`config.mk`:
```
export PLATFORM = sky130hd
export DESIGN_NAME = mem_arbiter
export DESIGN_NICKNAME = d
export VERILOG_FILES = /design/src/design/lsq_pkg.sv /design/src/design/mem_arbiter.sv
export SDC_FILE = /design/constraint.sdc
export NUM_CORES = 1
export LEC_CHECK = 0
export BUFFER_PORTS_ARGS = -buffer_cell sky130_fd_sc_hd__buf_2
export CAP_MARGIN = 30
export CORE_AREA = 2 2 74 76
export DETAILED_ROUTE_END_ITERATION = 10
export DIE_AREA = 0 0 76 78
export REMOVE_ABC_BUFFERS = 1
export SYNTH_ARGS = -nofsm -noshare
export SYNTH_HDL_FRONTEND = slang
export SYNTH_SLANG_ARGS = --single-unit
```
`constraint.sdc`:
```
create_clock -name clock -period 3.2 [get_ports clock]
set_input_delay 0.48 -clock clock [delete_from_list [all_inputs] [get_ports clock]]
set_output_delay 0.48 -clock clock [all_outputs]
set_load 0.02 [all_outputs]
```
`src/design/lsq_pkg.sv`:
```
package lsq_pkg;

  // ========================================
  // widths
  // ========================================

  // byte address width
  parameter int ADDR_W = 16;
  // one memory doubleword
  parameter int DATA_W = 64;

  // ========================================
  // access size and word view
  // ========================================

  // access size, naturally aligned
  typedef enum logic [1:0] {
    MEM_BYTE   = 2'd0,
    MEM_HALF   = 2'd1,
    MEM_WORD   = 2'd2,
    MEM_DOUBLE = 2'd3
  } mem_size_e;

  // one memory word, whole or by byte lane
  typedef union packed {
    logic [DATA_W-1:0] dword;
    logic [7:0][7:0]   lanes;
  } mem_word_u;

  // lane enables for a size at a byte offset
  // offset assumed aligned to the size
  function automatic logic [7:0] size_mask(input mem_size_e size, input logic [2:0] off);
    case (size)
      MEM_BYTE: size_mask = 8'b0000_0001 << off;
      MEM_HALF: size_mask = 8'b0000_0011 << off;
      MEM_WORD: size_mask = 8'b0000_1111 << off;
      default:  size_mask = 8'b1111_1111;
    endcase
  endfunction

endpackage

```
`src/design/mem_arbiter.sv`:
```
`timescale 1ns/1ns

module mem_arbiter (
  input  logic                       clock,
  input  logic                       reset,
  // store drain
  input  logic                       st_req_i,
  input  logic [lsq_pkg::ADDR_W-1:0] st_addr_i,
  input  lsq_pkg::mem_size_e         st_size_i,
  input  logic [lsq_pkg::DATA_W-1:0] st_data_i,
  // load port
  input  logic                       ld_req_i,
  input  logic [lsq_pkg::ADDR_W-1:0] ld_addr_i,
  input  lsq_pkg::mem_size_e         ld_size_i,
  output logic                       st_gnt_o,
  output logic                       ld_gnt_o,
  // single memory port
  output logic                       mem_en_o,
  output logic                       mem_we_o,
  output logic [lsq_pkg::ADDR_W-1:0] mem_addr_o,
  output lsq_pkg::mem_size_e         mem_size_o,
  output logic [lsq_pkg::DATA_W-1:0] mem_wdata_o
);

  // last winner, 1 means the load side
  logic last_ld;

  // ========================================
  // round robin between two
  // ========================================

  // alone wins, on conflict the side not granted last time
  assign st_gnt_o = st_req_i && (!ld_req_i || last_ld);
  assign ld_gnt_o = ld_req_i && (!st_req_i || !last_ld);

  always_ff @(posedge clock) begin
    if (reset) begin
      last_ld <= 1'b0;
    end else if (st_gnt_o) begin
      last_ld <= 1'b0;
    end else if (ld_gnt_o) begin
      last_ld <= 1'b1;
    end
  end

  // winner's fields to memory
  assign mem_en_o    = st_gnt_o || ld_gnt_o;
  // only the store side writes
  assign mem_we_o    = st_gnt_o;
  assign mem_addr_o  = st_gnt_o ? st_addr_i : ld_addr_i;
  assign mem_size_o  = st_gnt_o ? st_size_i : ld_size_i;
  assign mem_wdata_o = st_data_i;

endmodule

```
; ---- Word level (Yosys, flattened, before mapping)
; Index checks and enable logic that the tools add are counted.
[classes]
div = 0
addsub = 0
shift = 0
muxes = 2
order_cmp = 0
reduce_logical = 9
n_bitwise = 0
eq_ne = 0
multipliers = 0
[op_table]
columns = operator, n
row1 = 16-bit two-way mux, 1
row2 = 1-bit logical NOT, 3
row3 = 1-bit logical OR, 3
row4 = 1-bit logical AND, 2
row5 = 2-bit two-way mux, 1
row6 = 2-bit OR reduction, 1
[totals]
memories = 0
output_inout_bits = 86
word_cells = 12
mem_bits_rw = 0
reg_bits = 1
inputBits = 104
mem_bits_ro = 0
latchBits = 0

; ---- Longest topological paths before layout
[depth]
ltp_word = 4
mapped_depth = 5
mapped_depth_nobuf = 3

; ---- Worst setup path after synthesis
; No wires, ideal clock.
[synth_timing]
path_kind = input to output
start = input port ld_req_i
end = output port mem_addr_o[10] (netlist bit)
required_time_ns = 2.720
stages = 4
n_path_buf = 1
setup_slack_ns = 1.429
arrival_time_ns = 1.291
path_cell_list = inv_2 -> o21ai_4 -> buf_12 -> mux2_4
[synth_via]
elab_chain_len = 4
[synth_rtl]
columns = element, line_no
row1 = "start, declared", mem_arbiter.sv:12  ; input logic ld_req_i,
row2 = 1-bit logical NOT, mem_arbiter.sv:33  ; assign st_gnt_o = st_req_i && (!ld_req_i || last_ld);
row3 = 1-bit logical OR, mem_arbiter.sv:33
row4 = 1-bit logical AND, mem_arbiter.sv:33
row5 = 16-bit two-way mux, mem_arbiter.sv:50  ; assign mem_addr_o = st_gnt_o ? st_addr_i : ld_addr_i;
row6 = "end, declared", mem_arbiter.sv:20  ; output logic [lsq_pkg::ADDR_W-1:0] mem_addr_o,
; Every way passes these cells.

; ---- Final worst setup path
[layout_timing]
start = input port ld_req_i
end = output port mem_addr_o[5] (netlist bit)
; Same word-level chain as after synthesis.

==> metrics.csv <==
metric;value;unit
CP arrival;1.80;ns
clk_skew;0;ns
die width;76;µm
Post-Syn Area per Cell;8.81;µm²
Pleak;0.386;nW
Cell Rows;26;
worst slew pin tran;0.758;ns
max reg flops;1;
routability congestion estimate;1.03;
Via density;3.84;
crit end category;output port;
RSZ-0062 raised after global routing;no;
synth unique cells;12;
Clock transition at path regs;0;ns
Placed Instances;157;
CP Class;in2out;
Mapped Cells;92;
Top reg by flops;last_ld;
cell area after synthesis;811;µm²
Post-Route WL;7120;µm
Worst VDD drop;0.0369;mV
die footprint;5930;µm²
Post-CTS Hold Buffers;0;
Layout area overhead;-14.2;%
Final Critical Period;2.28;ns
met2 usage;45.3;%
outcome;complete, no violations;
startpoint type of the worst setup path;input pin;
hpwl dp;6850;µm
DRC viols;0;
Pwr Density;193;nW/µm²
drt wl/cell;45.4;µm
First DRT Iteration DRCs;31;
Synth Register Bits;1;
Core Area;5040;µm²
synth top area cells;buf_4 60%, mux2_4 17%, mux2_2 13%;
All-Layer GR Usage;22.6;%
PortBufs;61;
worst skew pair latency;0;ns
initial antenna violation count;0;
min-delay worst type;reg2reg;
grt total ovfl;0;
grt peak-use layer;met2;
Final Max Slew Viols;0;
first-pass GRT wire length;8290;µm
Vias;603;
met3 Resource Use GR;35.9;%
share of cells above drive strength 1;94.3;%
Max Fclk;0.439;GHz
cts repair resizes;0;
boundary pin count;190;
fin cells;157;
register area share after synthesis;2.47;%
Die H;78;µm
relative slew slack;49.3;%
Sum Neg Setup Slack;0;ns
MaxCap Viol Count;0;
nets;193;
dpl cell area;696;µm²
top cell type's share of synthesized area;60.2;%
Syn. warnings;0;
critical path required time;2.72;ns
final design area excluding fillers;696;µm²
fin crit share;71.2;%
starting density of the core;16.1;%
ant diodes;0;
vias in the first global route;523;
post-CTS setup buffers;0;
leading area contributor after synthesis;buf_4;
Setup Viol. Count Final;0;
Regs by FF count;last_ld x1;
met1 Use GR;7.08;%
router iterations before antenna repair;3;
critical-path maximum fanout;19;
largest net degree at the start of global routing;20;
Antenna Nets Post-Route;0;
total power;0.134;mW
final hold vios;0;
[worst max-delay path, stage by stage]
cell and delay [ns]:
buf_2 0.11, inv_2 0.05, o21ai_4 0.59, mux2_2 0.41
buf_2 0.16
[through the flow]
stage	setup WS, ns	util [%]	hold slack, ns
3_5_place_dp	0.883	13.8	0.549
3_3_place_gp	0.933	13.8	0.546
5_1_grt	0.835	13.8	0.581
4_1_cts	0.890	13.8	0.548
6_report	0.920	13.8	0.546
2_1_floorplan	1.30	-	0.518
[logic make-up after synthesis]
group / share of synthesized area, %
buffers and inverters: 63.6
multiplexers: 29.2
AO/OA/AOI/OAI: 3.55
AND/OR/NAND/NOR: 1.23
flip-flops: 2.47
[synthesized netlist by cell type]
| library cell | n |
|---|---|
| buf_4 | 65 |
| mux2_2 | 9 |
| mux2_4 | 9 |
| a211oi_1 | 1 |
| a21oi_1 | 1 |
| buf_12 | 1 |
| dfxtp_1 | 1 |
| inv_1 | 1 |
| inv_2 | 1 |
| nor2_1 | 1 |
| o21ai_4 | 1 |
| or2_2 | 1 |
[final timing paths]
path	from	to	slack, ns	cells past startpoint
max	ld_req_i	mem_addr_o[5]	0.92	5
min	last_ld$_SDFFE_PP0P_	last_ld$_SDFFE_PP0P_	0.55	1
max reg2reg	last_ld$_SDFFE_PP0P_	last_ld$_SDFFE_PP0P_	2.48	2
min reg2reg	last_ld$_SDFFE_PP0P_	last_ld$_SDFFE_PP0P_	0.55	1
[report_power, final]
part	total (mW)	leakage, nW	internal (mW)	switching [mW]
Clock	0	0	0	0
Combinational	0.119	0.377	0.0591	0.0600
Sequential	0.0152	0.00835	0.0138	0.00145
[cell type report]
| cell class | instances | area (µm²) |
|---|---|---|
| Fill cell | 582 | 4350 |
| Tap cell | 70 | 87.6 |
| Timing Repair Buffer | 61 | 305 |
| Inverter | 2 | 7.51 |
| Sequential cell | 1 | 20.0 |
| Multi-Input combinational cell | 23 | 275 |
[cells in the final DEF (no fill, tap or decap), drive strengths merged]
cell type	netlist	final
or2	1	1
buf	66	61
inv	2	2
nor2	1	1
a21oi	1	1
dfxtp	1	1
a211oi	1	1
mux2	18	18
o21ai	1	1
[per-layer routing]
metal | part of all wire, % | up-vias
met1 | 12 | 228
met4 | 0.51 | 0
met5 | 0 | -
met2 | 56 | 151
met3 | 32 | 2
li1 | - | 222
(Power assumes the default switching activity.)
