--- src/design/lsq_pkg.sv ---
package lsq_pkg;

  // ========================================
  // widths
  // ========================================

  // byte address width
  parameter int ADDR_W = 16;
  // one memory doubleword
  parameter int DATA_W = 64;

  // ========================================
  // access size and word view
  // ========================================

  // access size, naturally aligned
  typedef enum logic [1:0] {
    MEM_BYTE   = 2'd0,
    MEM_HALF   = 2'd1,
    MEM_WORD   = 2'd2,
    MEM_DOUBLE = 2'd3
  } mem_size_e;

  // one memory word, whole or by byte lane
  typedef union packed {
    logic [DATA_W-1:0] dword;
    logic [7:0][7:0]   lanes;
  } mem_word_u;

  // lane enables for a size at a byte offset
  // offset assumed aligned to the size
  function automatic logic [7:0] size_mask(input mem_size_e size, input logic [2:0] off);
    case (size)
      MEM_BYTE: size_mask = 8'b0000_0001 << off;
      MEM_HALF: size_mask = 8'b0000_0011 << off;
      MEM_WORD: size_mask = 8'b0000_1111 << off;
      default:  size_mask = 8'b1111_1111;
    endcase
  endfunction

endpackage

--- src/design/load_port.sv ---
`timescale 1ns/1ns

module load_port (
  input  logic                       clock,
  input  logic                       reset,
  // load issue
  input  logic                       load_valid_i,
  input  logic [lsq_pkg::ADDR_W-1:0] load_addr_i,
  input  lsq_pkg::mem_size_e         load_size_i,
  // memory side
  input  logic                       ld_gnt_i,
  input  logic [lsq_pkg::DATA_W-1:0] mem_rdata_i,
  output logic                       load_ready_o,
  output logic                       ld_req_o,
  output logic [lsq_pkg::ADDR_W-1:0] ld_addr_o,
  output lsq_pkg::mem_size_e         ld_size_o,
  // result
  output logic                       load_resp_valid_o,
  output logic [lsq_pkg::DATA_W-1:0] load_resp_data_o
);

  // held load
  logic                       busy;
  logic                       resp_pend;
  logic [lsq_pkg::ADDR_W-1:0] ld_addr_q;
  lsq_pkg::mem_size_e         ld_size_q;

  // returned word and its kept lanes
  lsq_pkg::mem_word_u rd_word;
  lsq_pkg::mem_word_u kept_word;
  logic [7:0]         lane_mask;

  // ========================================
  // one-entry buffer
  // ========================================

  always_ff @(posedge clock) begin
    if (reset) begin
      busy      <= 1'b0;
      resp_pend <= 1'b0;
    end else if (!busy) begin
      busy <= load_valid_i;
    end else if (resp_pend) begin
      // response cycle done, back to idle
      busy      <= 1'b0;
      resp_pend <= 1'b0;
    end else if (ld_gnt_i) begin
      // read happens at this edge, data next cycle
      resp_pend <= 1'b1;
    end
  end

  // capture on acceptance only
  always_ff @(posedge clock) begin
    if (load_valid_i && !busy) begin
      ld_addr_q <= load_addr_i;
      ld_size_q <= load_size_i;
    end
  end

  assign load_ready_o = !busy;
  // level request until granted
  assign ld_req_o     = busy && !resp_pend;
  assign ld_addr_o    = ld_addr_q;
  assign ld_size_o    = ld_size_q;

  // ========================================
  // lane select and zero-extend
  // ========================================

  always_comb begin
    rd_word.dword = mem_rdata_i;
    lane_mask     = lsq_pkg::size_mask(ld_size_q, ld_addr_q[2:0]);
    for (int i = 0; i < 8; i++) begin
      kept_word.lanes[i] = lane_mask[i] ? rd_word.lanes[i] : 8'h00;
    end
    // shift the kept lanes down to bit 0
    load_resp_data_o = kept_word.dword >> {ld_addr_q[2:0], 3'b000};
  end

  assign load_resp_valid_o = resp_pend;

endmodule

--- config.mk ---
export PLATFORM = sky130hd
export DESIGN_NAME = load_port
export DESIGN_NICKNAME = d
export VERILOG_FILES = /design/src/design/lsq_pkg.sv /design/src/design/load_port.sv
export SDC_FILE = /design/constraint.sdc
export NUM_CORES = 1
export LEC_CHECK = 0
export BUFFER_PORTS_ARGS = -buffer_cell sky130_fd_sc_hd__buf_2
export CORE_MARGIN = 2
export CORE_UTILIZATION = 40
export DETAILED_ROUTE_END_ITERATION = 12
export PLACE_DENSITY = 0.73
export SYNTH_ARGS = -nofsm -noshare
export SYNTH_HDL_FRONTEND = slang
export SYNTH_SLANG_ARGS = --single-unit
--- constraint.sdc ---
create_clock -name clock -period 3.2 [get_ports clock]
set_input_delay 0.64 -clock clock [delete_from_list [all_inputs] [get_ports clock]]
set_output_delay 0.64 -clock clock [all_outputs]
set_load 0.1 [all_outputs]
# Word level (Yosys, flattened, before mapping)
# Index checks and enable logic that the tools add are counted.
[classes] n_addsub=0 mul=0 n_div=0 n_lt_le_gt_ge=0 eq_ne=2 shift=4 n_mux=13 n_bitwise=0 reduce_logical=5
[ops] operator="$mux W8" n=8
[ops] operator="$shr A64 B6 Y64" n=1
[ops] operator="$pmux W8 S3" n=1
[ops] operator="$shl A1 B3 Y8 const A" n=1
[ops] operator="$shl A2 B3 Y8 const A" n=1
[ops] operator="$shl A4 B3 Y8 const A" n=1
[ops] operator="$mux W1" n=4
[ops] operator="$eq A2 B1 Y1 const B" n=1
[ops] operator="$eq A2 B2 Y1 const B" n=1
[ops] operator="$logic_and A1 B1 Y1" n=2
[ops] operator="$logic_not A1 Y1" n=2
[ops] operator="$logic_not A2 Y1" n=1
[word_totals] register_bits=20 latch_bits=0 ramBits=0 mem_bits_ro=0 inputBits=86 output_inout_bits=85 word_cells=28 memories=0

# Longest topological paths before layout
[logic_depth] word_depth=4 depth_mapped=7 ltp_nobuf=6

# Worst setup path after synthesis
# No wires, ideal clock.
[synth_timing] path_type="register -> output" start="reg ld_size_q[0], in the netlist ld_size_o[0]" end="out load_resp_data_o[24] in the netlist's numbering" arrival_ns=4.480 required_ns=2.560 setup_slack_ns=-1.920 stages_incl_launch_ff=7 n_path_buf=0 cell_sequence="edfxtp_1 -> inv_1 -> ha_1 -> nand2b_2 -> o211ai_1 -> a21oi_1 -> a221oi_1"
[synth_via] elab_chain_len=4 elab_cells_between_ends=13 classes_between="eq/ne (2); shift (1); mux (9); reduce/logical (1)"
[synth_lines] item="start: declaration" line_no="load_port.sv:26" rtl="lsq_pkg::mem_size_e ld_size_q;"
[synth_lines] item="start signal: assignment" line_no="load_port.sv:57" rtl="ld_size_q <= load_size_i;"
[synth_lines] item="$eq A2 B2 Y1, or another cell as far along" line_no="lsq_pkg.sv:33" rtl="case (size)"
[synth_lines] item="$pmux W8 S3 *" line_no="lsq_pkg.sv:33"
[synth_lines] item="$mux W8" line_no="load_port.sv:75" rtl="kept_word.lanes[i] = lane_mask[i] ? rd_word.lanes[i] : 8'h00;"
[synth_lines] item="$shr A64 B6 Y64 *" line_no="load_port.sv:78" rtl="load_resp_data_o = kept_word.dword >> {ld_addr_q[2:0], 3'b000};"
[synth_lines] item="end: declaration" line_no="load_port.sv:19" rtl="output logic [lsq_pkg::DATA_W-1:0] load_resp_data_o"
# Every way passes the cells marked *; elsewhere a longest branch is shown, timed or not.

# Final worst setup path
[layout_timing] start="reg ld_addr_q, in the netlist ld_addr_o[2]" end="out load_resp_data_o[18] in the netlist's numbering"
[layout_via] elab_chain_len=4 elab_cells_between_ends=13 classes_between="shift (4); mux (9)"
[layout_lines] item="start: declaration" line_no="load_port.sv:25" rtl="logic [lsq_pkg::ADDR_W-1:0] ld_addr_q;"
[layout_lines] item="start signal: assignment" line_no="load_port.sv:56" rtl="ld_addr_q <= load_addr_i;"
[layout_lines] item="$shl A4 B3 Y8, or another cell as far along" line_no="lsq_pkg.sv:36" rtl="MEM_WORD: size_mask = 8'b0000_1111 << off;"
[layout_lines] item="$pmux W8 S3" line_no="lsq_pkg.sv:33"
[layout_lines] item="$mux W8" line_no="load_port.sv:75"
[layout_lines] item="$shr A64 B6 Y64 *" line_no="load_port.sv:78"
# Marked as above.

==> reports/results.ini <==
[global_routing]
grtUsageTotal_pct = 32.2
grt_antenna_before_repair = 0
first_global_vias = 3730
overflow = 0
grt_max_degree = 26
grt_pass1_wl_mm = 19.8

[power]
vdd_drop_max_mv = 0.363
power_w = 0.00209
p_leak_nw = 2.09
p_per_area_nw_per_um2 = 376

[final_layout]
area_delta_synth_final_pct = 92.3
fill_cells = 511
seqCellArea_um2 = 581
multi_input_area_um2 = 2810
layout-drive-gt1-share_pct = 64.5
fin_util_pct = 78.0
nNetsFinal = 588
antenna_cells = 0

[clock_tree]
cts.sinks = 20
clockBufferDepth = 2
clk_latency_ns = 0.25
cts.clk_slew.worst_paths_ns = 0.07
cts_root_buffer = clkbuf_8
cts.htree.levels = 1
cts_tree = built
cts_buffers = 3

[drt]
drt_wl_total_mm = 13.3
routedWlPerCell_um = 22.2
firstDrtPassIters = 5
postRouteAntennaNets = 0
drc_errors = 0
first_iter_violations = 444
wl_met2_mm = 6.44
routed.top_layer = met4
wl_met3_mm = 1.50
viasPerCell = 6.37
vias = 3804
met1_length_mm = 5.10

[setup_path]
critPathRequiredTime_ns = 2.56
regToRegSetupSlack_ns = 2.17
crit_path_end = load_resp_data_o[18]
r2r-start = busy
critPathMaxStageDelay_ns = 0.64
cp_top_family = simple AND/OR/NAND/NOR gates
start_kind = flop
crit_fanout = 17
reg2regPathDepth = 2
path_buf_inv = 2
crit_chain = buf_4 > nor2b_1 > o21ai_0 > o221ai_4 > buf_12
crit_slowest_cell = nor2b_1
cp.depth = 5
crit_path_end_kind = primary output
worstPathArrival_ns = 2.60
startpoint = ld_addr_o[2]
rr_endpoint = ld_addr_o[2]
critPathKind = reg2out

[yosys]
ys_types = 50
synth_ff_type = edfxtp_1
synth_commonest_cells = a21oi_1 (36), a22oi_1 (24), nand2_1 (24)
ys_ff_latch = 20
avgSynthCellArea_um2 = 8.80
synthArstFlopShare_pct = 0
synth_top_cell_area_share_pct = 18.7
synth.most_common_cell = a21oi_1
synth_edf_count = 18
seq_area_frac_synth_pct = 20.1
netlist_area_um2 = 2890
yosys.area.top_type = edfxtp_1
synth_cells = 329
ys_warn_count = 0
syn-num-nets = 418
synthTopCellsByArea = edfxtp_1 (19%), a21oi_1 (6.2%), a22oi_1 (6.2%), mux2_2 (6.2%), mux4_2 (6.2%)

[timing]
clock_skew_ns = 0.000677
finalSetupViolCount = 1
hold_viol = 0
tightest_slew_ns = 0.713
final.setup.worst_slack_ns = -0.0427
fin_crit_sh_pct = 101
drv_slew = 0
setup_tns_ns = -0.0427
maxSlewHeadroom_pct = 52.4
clock.fmax_mhz = 308
whs_ns = 0.552
period_needed_ns = 3.24

[placement]
dp_hpwl_mm = 10.6
globalplace.congestion = 0.981
portBuffers = 170

[run]
cap_violations = 0

[floorplan]
initial_core_util_pct = 40.6
die-height_um = 89.1
dieArea_um2 = 7930
num_rows = 31
coreArea_um2 = 7140
dieWidth_um = 89.1
io_pins = 171

[run_status]
outcome = finished with violations
violations = setup timing

[min_path]
hold_path_class = in2reg

==> kinds of logic after synthesis <==
| group | after synthesis | share of synthesized area (%) |
|---|---|---|
| DFF | 20 | 20.1 |
| buffers and inverters | 37 | 7.78 |
| adders and majority gates | 3 | 1.30 |
| AOI/OAI and AO/OA | 145 | 39.3 |
| muxes | 24 | 12.5 |
| and+or+nand+nor | 100 | 19.2 |
==> stage by stage <==
| stage | cell area (um2) | instances | setup slack (ns) |
|---|---|---|---|
| 2_1_floorplan | 3550 | 329 | -0.490 |
| 3_3_place_gp | 5370 | 590 | 0.308 |
| 3_5_place_dp | 5370 | 590 | 0.232 |
| 4_1_cts | 5450 | 594 | 0.00699 |
| 5_1_grt | 5570 | 597 | -0.00345 |
| 6_report | 5570 | 597 | -0.0427 |
==> state kept, by name, indices dropped and copies added, names as in the netlist <==
| signal | cells |
|---|---|
| ld_addr_o | 16 |
| load_resp_valid_o | 1 |
| busy | 1 |
| ld_size_o | 2 |
==> layout make-up <==
class	count	area share, %
Sequential cell	20	10.4
Timing Repair Buffer	196	34.7
Tap cell	99	2.23
Multi-Input combinational cell	273	50.5
Clock inverter	1	0.540
Clock buffer	3	0.742
Inverter	5	0.809
==> layout by cell type, fill, tap and decap left out, types with 5 or more instances in the layout <==
cell type,n
nand4_1,8
a221oi_4,8
buf_12,58
a22oi_1,24
a22o_1,10
a21oi_1,33
o211ai_1,9
a211oi_4,10
and2_4,6
a22o_2,6
nand2b_1,10
nor3_1,9
buf_4,27
nor2_4,8
buf_2,109
or2_0,5
o21ai_0,8
a32oi_4,8
edfxtp_1,18
mux2_2,16
nand2_1,24
mux4_2,8
a221oi_2,8
==> worst register-to-register path, delay by kind of cell, from the launching register on <==
family | cells | cell delay [ns]
flip-flops | 1 | 0.33
AND/OR/NAND/NOR | 1 | 0.12
buffers and inverters | 1 | 0.27
==> worst min-delay path by stage <==
stage                    start           endpoint  cells after the start
2_1_floorplan             busy  load_resp_valid_o                      3
3_3_place_gp              busy  load_resp_valid_o                      3
6_report                 reset               busy                      2
4_1_cts                  reset               busy                      2
3_5_place_dp              busy  load_resp_valid_o                      3
5_1_grt        load_addr_i[14]      ld_addr_o[14]                      1
==> where the power goes <==
group	leakage (nW)	total (W)	switching, W	internal [W]
combinational	1.86	0.00153	0.00103	0.000504
clock	0.0357	0.000247	0.0000800	0.000167
sequential	0.189	0.000315	0.00000998	0.000305
==> what timing repair did <==
item                       in CTS  in global routing
resized for setup               2                 19
hold buffers                    0                  0
buffers inserted                0                  2
pin swaps                       0                  2
gates cloned                    0                  1
setup endpoints to repair       3                 17
==> per-layer routing <==
metal  vias to the layer above  GRT usage, %
met3                        31          6.19
met2                       290          54.2
met4                         0          6.51
li1                       1653             -
met1                      1830          43.5
met5                         -             0
Note: power is estimated with default switching activity, not from simulation.
