### src/design/lsq_pkg.sv
package lsq_pkg;

  // ========================================
  // widths
  // ========================================

  // byte address width
  parameter int ADDR_W = 16;
  // one memory doubleword
  parameter int DATA_W = 64;

  // ========================================
  // access size and word view
  // ========================================

  // access size, naturally aligned
  typedef enum logic [1:0] {
    MEM_BYTE   = 2'd0,
    MEM_HALF   = 2'd1,
    MEM_WORD   = 2'd2,
    MEM_DOUBLE = 2'd3
  } mem_size_e;

  // one memory word, whole or by byte lane
  typedef union packed {
    logic [DATA_W-1:0] dword;
    logic [7:0][7:0]   lanes;
  } mem_word_u;

  // lane enables for a size at a byte offset
  // offset assumed aligned to the size
  function automatic logic [7:0] size_mask(input mem_size_e size, input logic [2:0] off);
    case (size)
      MEM_BYTE: size_mask = 8'b0000_0001 << off;
      MEM_HALF: size_mask = 8'b0000_0011 << off;
      MEM_WORD: size_mask = 8'b0000_1111 << off;
      default:  size_mask = 8'b1111_1111;
    endcase
  endfunction

endpackage

### src/design/store_queue.sv
`timescale 1ns/1ns

module store_queue #(
  parameter int SQ_DEPTH  = 8,
  parameter int ROB_IDX_W = 5
) (
  input  logic                          clock,
  input  logic                          reset,
  // dispatch
  input  logic                          enq_valid_i,
  input  lsq_pkg::mem_size_e            enq_size_i,
  input  logic [ROB_IDX_W-1:0]          enq_rob_idx_i,
  // execute fill
  input  logic                          exec_valid_i,
  input  logic [ROB_IDX_W-1:0]          exec_rob_idx_i,
  input  logic [lsq_pkg::ADDR_W-1:0]    exec_addr_i,
  input  logic [lsq_pkg::DATA_W-1:0]    exec_data_i,
  // rob head tag
  input  logic [ROB_IDX_W-1:0]          rob_head_i,
  // arbiter grant for the drain
  input  logic                          st_gnt_i,
  output logic                          sq_full_o,
  output logic [$clog2(SQ_DEPTH+1)-1:0] free_slots_o,
  output logic                          store_ready_valid_o,
  output logic [ROB_IDX_W-1:0]          store_ready_idx_o,
  // drain request toward memory
  output logic                          st_req_o,
  output logic [lsq_pkg::ADDR_W-1:0]    st_addr_o,
  output lsq_pkg::mem_size_e            st_size_o,
  output logic [lsq_pkg::DATA_W-1:0]    st_data_o
);

  localparam int IDX_W = (SQ_DEPTH > 1) ? $clog2(SQ_DEPTH) : 1;
  localparam int CNT_W = $clog2(SQ_DEPTH+1);

  // ========================================
  // entry array
  // ========================================

  // per-entry control flags
  logic [SQ_DEPTH-1:0]       ent_valid;
  logic [SQ_DEPTH-1:0]       ent_filled;
  logic [SQ_DEPTH-1:0]       ent_committed;
  // per-entry payload
  lsq_pkg::mem_size_e        ent_size [SQ_DEPTH];
  logic [ROB_IDX_W-1:0]      ent_tag  [SQ_DEPTH];
  logic [lsq_pkg::ADDR_W-1:0] ent_addr [SQ_DEPTH];
  logic [lsq_pkg::DATA_W-1:0] ent_data [SQ_DEPTH];

  // ring pointers and occupancy
  logic [IDX_W-1:0] head;
  logic [IDX_W-1:0] tail;
  logic [CNT_W-1:0] count;

  // per-entry tag matches
  logic [SQ_DEPTH-1:0] fill_hit;
  logic [SQ_DEPTH-1:0] commit_hit;
  logic                commit_any;

  logic do_enq;
  logic do_pop;

  // wrap at the last slot, depth need not be a power of two
  function automatic logic [IDX_W-1:0] next_ptr(input logic [IDX_W-1:0] ptr);
    if (ptr == IDX_W'(SQ_DEPTH-1)) begin
      next_ptr = '0;
    end else begin
      next_ptr = ptr + 1'b1;
    end
  endfunction

  assign sq_full_o    = (count == CNT_W'(SQ_DEPTH));
  assign free_slots_o = CNT_W'(SQ_DEPTH) - count;

  // enqueue while full is dropped
  assign do_enq = enq_valid_i && !sq_full_o;
  assign do_pop = st_req_o && st_gnt_i;

  // ========================================
  // tag search
  // ========================================

  always_comb begin
    commit_any = 1'b0;
    for (int i = 0; i < SQ_DEPTH; i++) begin
      // execute result, tags in flight are unique
      fill_hit[i]   = exec_valid_i && ent_valid[i] && (ent_tag[i] == exec_rob_idx_i);
      // entry named by the rob head
      commit_hit[i] = ent_valid[i] && (ent_tag[i] == rob_head_i);
      commit_any    = commit_any | commit_hit[i];
    end
  end

  // ========================================
  // control state
  // ========================================

  always_ff @(posedge clock) begin
    if (reset) begin
      head                <= '0;
      tail                <= '0;
      count               <= '0;
      ent_valid           <= '0;
      ent_filled          <= '0;
      ent_committed       <= '0;
      store_ready_valid_o <= 1'b0;
      store_ready_idx_o   <= '0;
    end else begin
      // occupancy, enq plus pop leaves it alone
      if (do_enq && !do_pop) begin
        count <= count + 1'b1;
      end else if (!do_enq && do_pop) begin
        count <= count - 1'b1;
      end

      // flags from execute and commit
      for (int i = 0; i < SQ_DEPTH; i++) begin
        if (fill_hit[i]) begin
          ent_filled[i] <= 1'b1;
        end
        if (commit_hit[i]) begin
          ent_committed[i] <= 1'b1;
        end
      end

      // ready report to the rob, one cycle behind the match
      store_ready_valid_o <= commit_any;
      store_ready_idx_o   <= commit_any ? rob_head_i : '0;

      // pop the head on grant
      if (do_pop) begin
        ent_valid[head]     <= 1'b0;
        ent_filled[head]    <= 1'b0;
        ent_committed[head] <= 1'b0;
        head                <= next_ptr(head);
      end

      // new entry at the tail
      // never the head slot here, count is neither 0 nor full
      if (do_enq) begin
        ent_valid[tail]     <= 1'b1;
        ent_filled[tail]    <= 1'b0;
        ent_committed[tail] <= 1'b0;
        tail                <= next_ptr(tail);
      end
    end
  end

  // ========================================
  // payload
  // ========================================

  always_ff @(posedge clock) begin
    // size and tag at dispatch
    if (do_enq) begin
      ent_size[tail] <= enq_size_i;
      ent_tag[tail]  <= enq_rob_idx_i;
    end
    // address and data later from execute
    for (int i = 0; i < SQ_DEPTH; i++) begin
      if (fill_hit[i]) begin
        ent_addr[i] <= exec_addr_i;
        ent_data[i] <= exec_data_i;
      end
    end
  end

  // head offered once committed and filled
  assign st_req_o  = ent_valid[head] && ent_committed[head] && ent_filled[head];
  assign st_addr_o = ent_addr[head];
  assign st_size_o = ent_size[head];
  assign st_data_o = ent_data[head];

endmodule

### config.mk
export PLATFORM = sky130hd
export DESIGN_NAME = store_queue
export DESIGN_NICKNAME = d
export VERILOG_FILES = /design/src/design/lsq_pkg.sv /design/src/design/store_queue.sv
export SDC_FILE = /design/constraint.sdc
export NUM_CORES = 1
export LEC_CHECK = 0
export BUFFER_PORTS_ARGS = -buffer_cell sky130_fd_sc_hd__buf_2
export CELL_PAD_IN_SITES_DETAIL_PLACEMENT = 0
export CELL_PAD_IN_SITES_GLOBAL_PLACEMENT = 1
export CORE_ASPECT_RATIO = 1.5
export CORE_MARGIN = 8
export CORE_UTILIZATION = 35
export CTS_CLUSTER_DIAMETER = 40
export DETAILED_ROUTE_END_ITERATION = 7
export PLACE_DENSITY = 0.64
export RECOVER_POWER = 100
export SLEW_MARGIN = 5
export SYNTH_ARGS = -nofsm -noshare
export SYNTH_HDL_FRONTEND = slang
export SYNTH_SLANG_ARGS = --single-unit
### constraint.sdc
create_clock -name clock -period 12.6 [get_ports clock]
set_clock_uncertainty 0.15 [all_clocks]
set_input_delay 2.52 -clock clock [delete_from_list [all_inputs] [get_ports clock]]
set_output_delay 2.52 -clock clock [all_outputs]
set_load 0.01 [all_outputs]
* Word-level counts from Yosys, hierarchy flattened
Memories as Yosys holds them, arrays and structs flattened. A register that Yosys moved wholly into a read port is not among the register bits. Index checks and enable logic that the tools add are counted. Widths: inputs -> output; s select.
Cells by class: mux-type cells 79, reduce and logical (&&, ||, !) cells 37, order comparisons 4, $add $sub $neg 5, bitwise gates (word level) 16, eq/ne operators 19
Operators with widths (count):
- $eq 5x5->1 | 16
- $mux 8 | 9
- $mux 1 | 55
- $and 8x8->8 | 5
- $logic_and 1x1->1 | 32
- $mux 3 | 8
- $not 8->8 | 2
- $bmux 1 s3 | 3
- $lt 3x4->1 const B | 2
- $mux 4 | 2
- $or 8x8->8 | 1
- $or 1x1->1 | 7
- $add 3x1->3 const B | 2
- $demux 1 s3 | 2
- $eq 3x3->1 const B | 2
- $ge 3x1->1 const B | 2
- $add 4x1->4 const B | 1
- $eq 4x4->1 const B | 1
- $sub 4x1->4 const B | 1
- $sub 4x4->4 const A | 1
- $logic_not 1->1 | 3
- $reduce_bool 2->1 | 1
- $reduce_or 2->1 | 1
- $not 1->1 | 1
Word-level totals: memories kept 4, flip-flop bits (word level) 40, logic and storage cells 172, bits in writable memories 696, input bits 102
Memories:
- ent_data | words 8, width 64, rd ports 1, clocked after memory_dff 1, write ports 8, line store_queue.sv:48 | logic [lsq_pkg::DATA_W-1:0] ent_data [SQ_DEPTH];
- ent_addr | words 8, width 16, rd ports 1, clocked after memory_dff 1, write ports 8, line store_queue.sv:47 | logic [lsq_pkg::ADDR_W-1:0] ent_addr [SQ_DEPTH];
- ent_tag | words 8, width 5, rd ports 8, clocked after memory_dff 0, write ports 1, line store_queue.sv:46 | logic [ROB_IDX_W-1:0] ent_tag [SQ_DEPTH];
- ent_size | words 8, width 2, rd ports 1, clocked after memory_dff 1, write ports 1, line store_queue.sv:45 | lsq_pkg::mem_size_e ent_size [SQ_DEPTH];

* Depth between registers and ports, before layout
depth in word-level cells 11, mapped depth 16, gate-level depth less buffers 13

* Least setup slack after synthesis
OpenSTA, ideal clock, no wires.
kind input to register, from input port exec_rob_idx_i[0], to memory ent_addr[6][0] in the netlist's numbering (enable), setup time 0.746 ns, path buffers 1, data arrival time 11.446 ns, cell stages on the path 4, data required time 11.704 ns, setup slack 0.258 ns, cell sequence clkbuf_1 -> nand2b_1 -> o221ai_1 -> nor4b_1
RTL lines:
- start, declared | line store_queue.sv:15 | input logic [ROB_IDX_W-1:0] exec_rob_idx_i,
- end, declared | line store_queue.sv:47

==> qor.csv <==
stage,metric,value,unit
clocking,worstSkewPairLatency,640,ps
clocking,cts_root_buf,clkbuf_16,
setup_path,cp_data_arrival_time,6550,ps
global_routing,grt_pass1_vias,15300,
drt,first_iter_violations,858,
logic_synthesis,syn_nets,1461,
logic_synthesis,yosys.area_share.xor_xnor,2.50,%
die,io_pins,196,
drt,routed_via_density,5.07,
logic_synthesis,yosysWarnings,0,
sta,tightest_slew,6750,ps
logic_synthesis,ys.flop_type,edfxtp_1,
placed_design,dp_cells,2544,
clocking,cts_tree,yes,
logic_synthesis,ys_types,47,
placed_design,pre_cts_slack,6140,ps
sta,fin_crit_sh,73.2,%
cells_and_area,final_nets,1705,
placed_design,globalplace.congestion,0.767,
logic_synthesis,yosys.area.top_type_share,72.8,%
clocking,clk_path_buf_depth,3,
cells_and_area,fillerInstances,7138,
clocking,htree_levels,3,
drt,drt_pre_antenna_iters,4,
drt,post-route-drc-count,0,
die,die_height,367,µm
power,vdd_drop_max,0.0970,mV
logic_synthesis,synth_area_per_cell,21.3,µm²
clocking,clock-sinks,739,
drt,routed-via-count,13800,
cells_and_area,syn_to_final_growth,17.7,%
logic_synthesis,synth_area_leaders,"edfxtp_1 73%, mux4_2 13%, mux2_2 3.3%",
clocking,ctsResizeCount,0,
sta,max_freq,108,MHz
sta,holdWs,348,ps
logic_synthesis,syn_inst,1350,
clocking,cts_setup_buffers,0,
setup_path,crit_fanout,68,
die,die_area,91700,µm²
status,failed_checks,"max-capacitance violations, max-slew violations",
power,p_per_area,163,nW/µm²
logic_synthesis,synth_seq_area_share,75.8,%
job,max-cap-violations,23,
placed_design,dp_hpwl,36800,µm
logic_synthesis,synth_compound_area_share,1.34,%
cells_and_area,drive_above_1_share,26.0,%
setup_path,crit_type,register to primary output,
power,p_leak,0.0102,µW
logic_synthesis,yosys-mux-area-fraction,16.4,%
logic_synthesis,synthAdderAreaFrac,0.418,%
sta,setup_viol,0,
drt,wirelength,65700,µm
sta,rsz0062_at_grt,no,
cells_and_area,final_cell_mix,"696 x edfxtp_1, 183 x clkbuf_1, 166 x mux4_2",
placed_design,portBuffers,195,
sta,slew_headroom,-350,%
setup_path,worstPathRequired,9930,ps
global_routing,grt_pass1_wl,98900,µm
drt,ant_nets,0,
sta,drv_slew,884,
setup_path,end_kind,primary output,
drt,post_drt_wl_per_cell,24.2,µm
die,start_util,35.4,%
die,core.rowCount,128,
worst_hold_path,hp-class,register to register,
global_routing,grt_usage,14.3,%
die,die_x,250,µm
global_routing,grt_overflow,0,
die,core_area,81200,µm²
logic_synthesis,synth_area,28700,µm²
logic_synthesis,yosys_register_bits,739,
cells_and_area,final_common_cell,edfxtp_1,
sta,period_minus_slack,9220,ps
clocking,clkTransAtPathRegs,60,ps
cells_and_area,fin_cells,2718,
setup_path,cp-start-kind,register,
global_routing,antenna_found_initial,13,
status,status,"finished, violations left",
clocking,cts_buffers,88,
logic_synthesis,synth-simple-area-share,2.37,%
logic_synthesis,async_flop_share,0,%
logic_synthesis,synth_edf_count,696,
sta,fin_ws,3380,ps
global_routing,grt_max_degree,82,
logic_synthesis,synth_largest_area_cell,edfxtp_1,
sta,fin_setup_tns,0,ps
sta,hold_violations,0,
logic_synthesis,synth_top_family_by_area,multiplexers,
clocking,ctsHoldBuffers,0,
[power breakdown]
part	internal (µW)	switching [µW]
clock	1600	1060
combinational	45.4	86.7
sequential	2700	14.3
total	4350	1160
[cell type report]
| cell class | count | area (µm²) | area share [%] |
|---|---|---|---|
| sequential | 739 | 21800 | 64.4 |
| multi-input combinational | 531 | 6620 | 19.6 |
| clock buffer | 95 | 2250 | 6.66 |
| tap | 1040 | 1300 | 3.85 |
| clock inverter | 70 | 892 | 2.64 |
| timing repair buffer | 219 | 882 | 2.61 |
| inverter | 15 | 56.3 | 0.167 |
| antenna | 9 | 22.5 | 0.0667 |
[synth_stat cells (all sizes together), types with 3 or more instances]
cell,count
o2bb2ai,3
nor2,38
ha,8
mux2,84
o31ai,3
clkbuf,35
mux4,166
nand2,24
or2,3
xnor2,64
inv,15
a21oi,18
o21ai,7
nor3,19
edfxtp,696
dfxtp,43
nand4,17
nand2b,5
nand3b,3
nor4,11
nand3,9
xor2,18
buf,30
a211oi,11
[worst paths after layout]
kind,from,end,slack [ps],depth (start not counted)
setup / recovery,register,st_data_o[39],3380,4
hold / removal,ent_filled[2],ent_filled[2],350,2
setup reg to reg,ent_tag[6][1],ent_addr[6][7],6100,4
hold reg to reg,ent_filled[2],ent_filled[2],350,2
[sequential cells by signal, indices dropped and copies added (netlist names), named ones only]
register and cells:
ent_data 512, ent_addr 128, ent_tag 40, ent_size 16
ent_committed 8, ent_filled 8, ent_valid 8, store_ready_idx_o 5
count 4, head 3, tail 3, store_ready_valid_o 1
[worst max-delay path, stage by stage, from the launching register on]
cell	delay [ps]
dfxtp_1	1470
clkbuf_1	3180
mux4_2	770
mux2_2	200
clkbuf_1	170
[metrics by stage]
| step | utilization [%] | area (µm²) | power (µW) |
|---|---|---|---|
| 6_report | 41.6 | 33800 | 5500 |
| 5_1_grt | 41.6 | 33800 | 5680 |
| 4_1_cts | 42.0 | 34100 | 5580 |
| 3_5_place_dp | 38.2 | 31000 | 2910 |
| 3_3_place_gp | 38.2 | 31000 | 2900 |
| 2_1_floorplan | - | 28700 | 2830 |
[cells by family after synthesis]
kind of cell / Yosys count
AND/OR/NAND/NOR: 136
multiplexers: 252
buffers and inverters: 80
XOR/XNOR: 82
AO/OA/AOI/OAI: 52
adder cells (fa/ha/maj): 9
flip-flops: 739
[routing by layer]
metal | wire length (µm) | track usage [%] | vias up
met3 | 3560 | 3.35 | 97
li1 | - | - | 6066
met2 | 34300 | 25.0 | 323
met1 | 26400 | 17.2 | 7287
met5 | 27 | 0 | -
met4 | 1350 | 4.79 | 4
Power figures use the tool's default switching activity.
